File: config.mk
export PLATFORM = sky130hd
export DESIGN_NAME = render_rainbow
export DESIGN_NICKNAME = d
export VERILOG_FILES = /design/src/hdl/draw_pkg.sv /design/src/hdl/render_rainbow.sv /design/src/hdl/draw_circle_fill.sv /design/src/hdl/draw_line_1d.sv
export SDC_FILE = /design/constraint.sdc
export NUM_CORES = 1
export LEC_CHECK = 0
export ABC_CLOCK_PERIOD_IN_PS = 4900
export BUFFER_PORTS_ARGS = -buffer_cell sky130_fd_sc_hd__buf_2
export CAP_MARGIN = 20
export CORE_ASPECT_RATIO = 2
export CORE_MARGIN = 1
export CORE_UTILIZATION = 50
export DETAILED_ROUTE_END_ITERATION = 7
export GPL_ROUTABILITY_DRIVEN = 1
export PLACE_DENSITY = 0.66
export SLEW_MARGIN = 10
export SYNTH_ARGS = -nofsm -noshare
export SYNTH_HDL_FRONTEND = slang
export SYNTH_HIERARCHICAL = 1
export SYNTH_SLANG_ARGS = --single-unit
File: constraint.sdc
create_clock -name clk -period 4.9 [get_ports clk]
set_clock_uncertainty 0.2 [all_clocks]
set_input_delay 0 -clock clk [delete_from_list [all_inputs] [get_ports clk]]
set_output_delay 0 -clock clk [all_outputs]
set_load 0.05 [all_outputs]
File: src/hdl/draw_pkg.sv
// drawing package
// coordinate and colour index types for the shape drawers
`default_nettype none

package draw_pkg;

    localparam int CORDW = 16;     // signed coordinate width
    localparam int CIDXW = 4;      // colour index width
    localparam int SHAPE_CNT = 8;  // circles in the rainbow

    // screen coordinate, signed so shapes may run off the canvas
    typedef logic signed [CORDW-1:0] coord_t;

    // index into an external palette
    typedef logic [CIDXW-1:0] cidx_t;

endpackage

`default_nettype wire
File: src/hdl/render_rainbow.sv
// rainbow scene sequencer
// hands eight nested circles to the circle drawer, largest first
`default_nettype none

module render_rainbow import draw_pkg::*; #(
    parameter int SCALE = 1  // drawing scale, 1 gives 320x180
) (
    input  wire logic clk,      // clock
    input  wire logic rst,      // sync reset
    input  wire logic start,    // begin scene, used in IDLE only
    input  wire logic oe,       // output enable, low stalls
    output coord_t    x,        // pixel column
    output coord_t    y,        // pixel row
    output cidx_t     cidx,     // colour of the current circle
    output logic      drawing,  // x/y/cidx hold a pixel
    output logic      done      // scene complete, held until reset
);

    localparam int CENTRE_X = 160;  // bottom middle of the canvas
    localparam int CENTRE_Y = 180;
    localparam int R_OUTER = 140;   // outermost radius
    localparam int R_STEP = 10;     // radius shrink per circle
    localparam int CIDX_FIRST = 2;  // outermost colour

    typedef logic [$clog2(SHAPE_CNT)-1:0] shape_id_t;
    localparam shape_id_t LAST_ID = shape_id_t'(SHAPE_CNT - 1);

    typedef enum logic [1:0] {IDLE, INIT, DRAW, DONE} state_t;
    state_t state;

    shape_id_t shape_id;          // circle being drawn
    coord_t    vx0, vy0, vr0;     // circle setup for the drawer
    logic      draw_start;        // circle start pulse
    logic      draw_done;         // circle finished

    always_ff @(posedge clk) begin
        if (rst) begin
            state      <= IDLE;
            shape_id   <= '0;
            draw_start <= 1'b0;
        end else begin
            draw_start <= 1'b0;
            case (state)
                IDLE: if (start) state <= INIT;
                INIT: begin
                    draw_start <= 1'b1;  // setup registers load this cycle too
                    state      <= DRAW;
                end
                DRAW: begin
                    if (draw_done) begin
                        if (shape_id == LAST_ID) begin
                            state <= DONE;
                        end else begin
                            shape_id <= shape_id + shape_id_t'(1);
                            state    <= INIT;
                        end
                    end
                end
                default: state <= DONE;  // only rst leaves DONE
            endcase
        end
    end

    // circle geometry and colour, stable through DRAW
    always_ff @(posedge clk) begin
        if (state == INIT) begin
            vx0  <= coord_t'(CENTRE_X * SCALE);
            vy0  <= coord_t'(CENTRE_Y * SCALE);
            vr0  <= coord_t'((R_OUTER - R_STEP * int'(shape_id)) * SCALE);
            cidx <= (shape_id == LAST_ID) ? '0  // innermost cut out in background
                  : cidx_t'(CIDX_FIRST + int'(shape_id));
        end
    end

    draw_circle_fill u_circle (
        .clk     (clk),
        .rst     (rst),
        .start   (draw_start),
        .oe      (oe),
        .x0      (vx0),
        .y0      (vy0),
        .r0      (vr0),
        .x       (x),
        .y       (y),
        .drawing (drawing),
        .done    (draw_done)
    );

    always_comb done = (state == DONE);

endmodule

`default_nettype wire

File: src/hdl/draw_circle_fill.sv
// filled circle drawer
// midpoint circle walk over one octant, four horizontal spans per step
`default_nettype none

module draw_circle_fill import draw_pkg::*; (
    input  wire logic   clk,      // clock
    input  wire logic   rst,      // sync reset
    input  wire logic   start,    // begin circle, x0/y0/r0 valid
    input  wire logic   oe,       // output enable, low stalls
    input  wire coord_t x0,       // centre column
    input  wire coord_t y0,       // centre row
    input  wire coord_t r0,       // radius
    output coord_t      x,        // pixel column
    output coord_t      y,        // pixel row
    output logic        drawing,  // x/y hold a pixel
    output logic        done      // circle finished, one cycle
);

    // two extra bits so the 2*r terms never wrap
    typedef logic signed [CORDW+1:0] err_t;

    typedef enum logic [2:0] {IDLE, CHECK, LINE, WAIT, STEP} state_t;
    state_t state;

    coord_t     cx, cy;   // latched centre
    coord_t     xa, ya;   // octant point relative to centre
    err_t       err;      // midpoint decision term
    logic [1:0] span_id;  // span within the current step

    logic   lstart;       // span start pulse
    logic   ldone;        // span finished
    coord_t lx0, lx1, ly; // span ends and row

    always_ff @(posedge clk) begin
        if (rst) begin
            state  <= IDLE;
            lstart <= 1'b0;
            done   <= 1'b0;
        end else begin
            lstart <= 1'b0;
            done   <= 1'b0;
            case (state)
                IDLE: if (start) state <= CHECK;
                CHECK: begin
                    if (xa > ya) begin  // x has passed y, octant covered
                        done  <= 1'b1;
                        state <= IDLE;
                    end else begin
                        state <= LINE;
                    end
                end
                LINE: begin
                    lstart <= 1'b1;  // span registers load alongside
                    state  <= WAIT;
                end
                WAIT: if (ldone) state <= (span_id == 2'd3) ? STEP : LINE;
                STEP: state <= CHECK;
                default: state <= IDLE;
            endcase
        end
    end

    // walk position, error term and span setup
    always_ff @(posedge clk) begin
        case (state)
            IDLE: begin
                if (start) begin
                    cx  <= x0;
                    cy  <= y0;
                    xa  <= '0;  // start at the top of the octant
                    ya  <= r0;
                    err <= err_t'(1) - err_t'(r0);
                end
            end
            CHECK: span_id <= '0;
            LINE: begin
                case (span_id)
                    2'd0: begin  // lower row, narrow
                        lx0 <= cx - xa;
                        lx1 <= cx + xa;
                        ly  <= cy + ya;
                    end
                    2'd1: begin  // upper row, narrow
                        lx0 <= cx - xa;
                        lx1 <= cx + xa;
                        ly  <= cy - ya;
                    end
                    2'd2: begin  // lower row, wide
                        lx0 <= cx - ya;
                        lx1 <= cx + ya;
                        ly  <= cy + xa;
                    end
                    default: begin  // upper row, wide
                        lx0 <= cx - ya;
                        lx1 <= cx + ya;
                        ly  <= cy - xa;
                    end
                endcase
            end
            WAIT: if (ldone) span_id <= span_id + 2'd1;
            STEP: begin
                xa <= xa + coord_t'(1);
                if (err < 0) begin  // midpoint inside, keep y
                    err <= err + (err_t'(xa) <<< 1) + err_t'(3);
                end else begin      // midpoint outside, step y in
                    err <= err + ((err_t'(xa) - err_t'(ya)) <<< 1) + err_t'(5);
                    ya  <= ya - coord_t'(1);
                end
            end
            default: ;
        endcase
    end

    // oe only stalls the pixel stream inside the span drawer
    draw_line_1d u_line (
        .clk     (clk),
        .rst     (rst),
        .start   (lstart),
        .oe      (oe),
        .lx0     (lx0),
        .lx1     (lx1),
        .ly      (ly),
        .x       (x),
        .y       (y),
        .drawing (drawing),
        .done    (ldone)
    );

endmodule

`default_nettype wire

File: src/hdl/draw_line_1d.sv
// horizontal span drawer
// steps x from lx0 to lx1 on row ly, one pixel per enabled cycle
`default_nettype none

module draw_line_1d import draw_pkg::*; (
    input  wire logic   clk,      // clock
    input  wire logic   rst,      // sync reset
    input  wire logic   start,    // begin span, lx0/lx1/ly valid
    input  wire logic   oe,       // output enable, low stalls
    input  wire coord_t lx0,      // left end
    input  wire coord_t lx1,      // right end
    input  wire coord_t ly,       // row
    output coord_t      x,        // current pixel column
    output coord_t      y,        // current pixel row
    output logic        drawing,  // x/y hold a pixel
    output logic        done      // span finished, one cycle
);

    coord_t x_end;  // latched right end

    // span ends and row
    always_ff @(posedge clk) begin
        if (start) begin
            x     <= lx0;
            y     <= ly;
            x_end <= lx1;
        end else if (drawing && oe && x != x_end) begin
            x <= x + coord_t'(1);  // next pixel along the row
        end
    end

    always_ff @(posedge clk) begin
        if (rst) begin
            drawing <= 1'b0;
            done    <= 1'b0;
        end else begin
            done <= 1'b0;
            if (start) begin
                drawing <= (lx0 <= lx1);  // empty span draws nothing
                done    <= (lx0 > lx1);   // but still reports back
            end else if (drawing && oe && x == x_end) begin
                drawing <= 1'b0;  // right end just presented
                done    <= 1'b1;
            end
        end
    end

endmodule

`default_nettype wire

==> metrics <==
Post-Synth XOR/XNOR Area 9.58%; total CTS buffers 20; Syn Area/Cell 10.2 um2; Bufs and invs on worst path 1; Nets 1,702; Via Count 10.8k; share of the synthesized area in the top cell type 39.3%; fill cell count 2,501; Post-Synth Simple-Gate Area 14.1%; WL final 35,000 um; final core utilization 56.5%; Final Setup Violations 0; Hold Path Class primary input to flip-flop; CP delay by family, top compound AO/OA/AOI/OAI gates; worst slew pin tran 1150 ps; mux cell area share after synthesis 1.55%; Mapped Cells 1,419; Final Slew Violations 0; router iterations before antenna repair 5; Routability Congestion 0.918; post-DP HPWL 27,900 um; synth unique cells 91; cell mode on critical path ha_1; Die ar. 0.0298 mm2; overall routing resource usage 24.2%; cell row count 87; share of cells above drive strength 1 9.70%; Worst EP arrival 4690 ps; clock sinks 203; RSZ-0062 raised after global routing false; CP Class flip-flop to flip-flop; drt drc 0; Multi-input gate area 0.00818 mm2; CTS tree done; Leak 6.50 nW; num ports 42; max incr delay on CP 480 ps; Post-CTS Resized 0; Clock Latency Late Sink 520 ps; CP cell instances ha_1 > fa_1 > nand2b_1 > a211oi_1 > buf_4 > nor3_1 > xnor2_1 > ha_1 > ha_1 > a21oi_1 > nand3_1 > o21ai_1 > o21ai_1 > nor3_1 > o21bai_1 > xnor2_1 > o311a_1; Clk pin slew, worst setup/hold paths 60 ps; vias in the first global route 11.0k; VDD IR-drop max 0.205 mV; initial antenna violation count 0; routed len/inst 18.4 um; I/O Buffers 41; Slowest-stage cell, CP edfxtp_1; Tcrit/Tclk final 94.2%; CTS H-tree lvls 1; Post-synth EDFFs 190; Yosys top cell by area edfxtp_1; cell area after synthesis 0.0145 mm2; most common cell in the netlist edfxtp_1; synthesized flop and latch total 203; crit end category flip-flop; antenna cell count 0; vias per cell 5.69; ys async rst share 0%; Root Buffer clkbuf_16; drt first-iter violations 435; status finished, final reports clean; Power Density 258 mW/mm2; f_max 217 MHz; Die Wd 123 um; CP max FO 6; area of the core 0.0284 mm2; Max Cap Viol 0; Final Hold Violating Endpoints 0; placed insts 1,862; initial core utilization 51.1%; post-route setup TNS 0 ps; Compound-Gate Fraction of Synth Area 14.8%; Synth Flop Type edfxtp_1; total grt overflow 0; largest cells by area after synthesis edfxtp_1 39%, ha_1 14%, xnor2_1 5.5%, xor2_1 3.9%, a21oi_1 3.7%; Worst slew margin 22.6%; Yosys Warn Count 6; CP required 4970 ps; post-route ant nets 0; setup bufs post-CTS 0; fin cells 1,902; Die H 243 um; first-pass GRT wire length 54,800 um; Worst setup SP type flip-flop; Reg area 0.00597 mm2; area grow syn2layout 10.5%; sequential element share of the synthesized area 41.1%; pin count of the biggest net entering global routing 48; Synth Area in Adders 14.5%; cts hold-fix bufs 4; top cells by count, synth 190 x edfxtp_1, 159 x ha_1, 107 x a21oi_1; post-route minimum period 4620 ps; largest family of logic cells by synthesized area compound AO/OA/AOI/OAI gates; CTS max path bufs 3
[worst reg2reg max path: cells and delay by family (launching register included)]
kind,cells,cell delay (ps)
DFF,1,480
AOI/OAI and AO/OA,6,1370
and+or+nand+nor,4,570
buffers and inverters,1,170
adders and majority gates,4,1330
xor gates and xnor gates,2,270
[power by group]
group / switching (mW) / internal, mW / total (mW) / leakage (nW)
logic: 0.396 / 0.279 / 0.675 / 4.40
registers: 0.0344 / 1.95 / 1.98 / 1.82
clock network: 0.666 / 0.815 / 1.48 / 0.292
total: 1.10 / 3.04 / 4.14 / 6.50
[cell families after synthesis]
family	Yosys count
AND/OR/NAND/NOR	399
AO/OA/AOI/OAI	330
flip-flops	203
adder cells (fa/ha/maj)	165
XOR/XNOR	158
buffers and inverters	141
multiplexers	21
other	2
[layout make-up]
class	count	share of cell area, %
multi-input cells	1139	51.0
flip-flops and latches	203	37.2
clock buffers	28	3.31
repair buffers	77	3.15
well taps	356	2.78
inverters	92	2.15
clock inverters	7	0.452
[registers in the layout (all words and copies together) (netlist names), 4 cells and up]
name / flops
u_circle/ly: 16
vr0: 7
cidx: 4
u_circle/u_line/y: 16
u_circle/lx0: 16
u_circle/cx: 16
u_circle/u_line/x_end: 16
u_circle/cy: 16
u_circle/xa: 16
u_circle/err: 18
u_circle/ya: 16
u_circle/lx1: 15
u_circle/u_line/x: 16
[metal layers]
layer	part of all wire [%]	GRT usage, %	up-vias
li1	-	-	5355
met1	32	20.6	5154
met2	58	49.2	204
met3	2.2	2.30	107
met4	7.5	16.9	0
met5	0	0	-
[stage by stage]
stage          cell area (um2)  setup WS, ps  hold slack, ps  total power [mW]
2_1_floorplan            14800           444            -131              2.53
3_3_place_gp             15400           436             148              2.67
3_5_place_dp             15400           345             166              2.68
4_1_cts                  16000           349             176              4.17
5_1_grt                  16000          64.0             204              4.32
6_report                 16000           284             184              4.14
[path summary, 6_finish.rpt]
kind,depth (start not counted),endpoint,slack [ps],from
worst max register to register,17,u_circle/err[17]$_DFFE_PP_,280,u_circle/ya[0]$_DFFE_PP_
worst max-delay path,17,u_circle/err[17]$_DFFE_PP_,280,u_circle/ya[0]$_DFFE_PP_
worst min-delay path,3,shape_id[1]$_SDFFE_PP0P_,180,rst
worst min register to register,0,u_circle/u_line/y[2]$_DFFE_PP_,220,u_circle/ly[2]$_DFFE_PP_
[cells in the final DEF (no fill, tap or decap), drive strengths merged, types with 39 or more instances in the layout]
cell / n
xnor2: 93
a21oi: 107
nand2: 99
xor2: 65
edfxtp: 190
o21ai: 72
ha: 159
buf: 73
nand3: 39
nor2: 101
conb: 66
inv: 92
nor3: 40
Note: power is estimated with default switching activity, not from simulation.
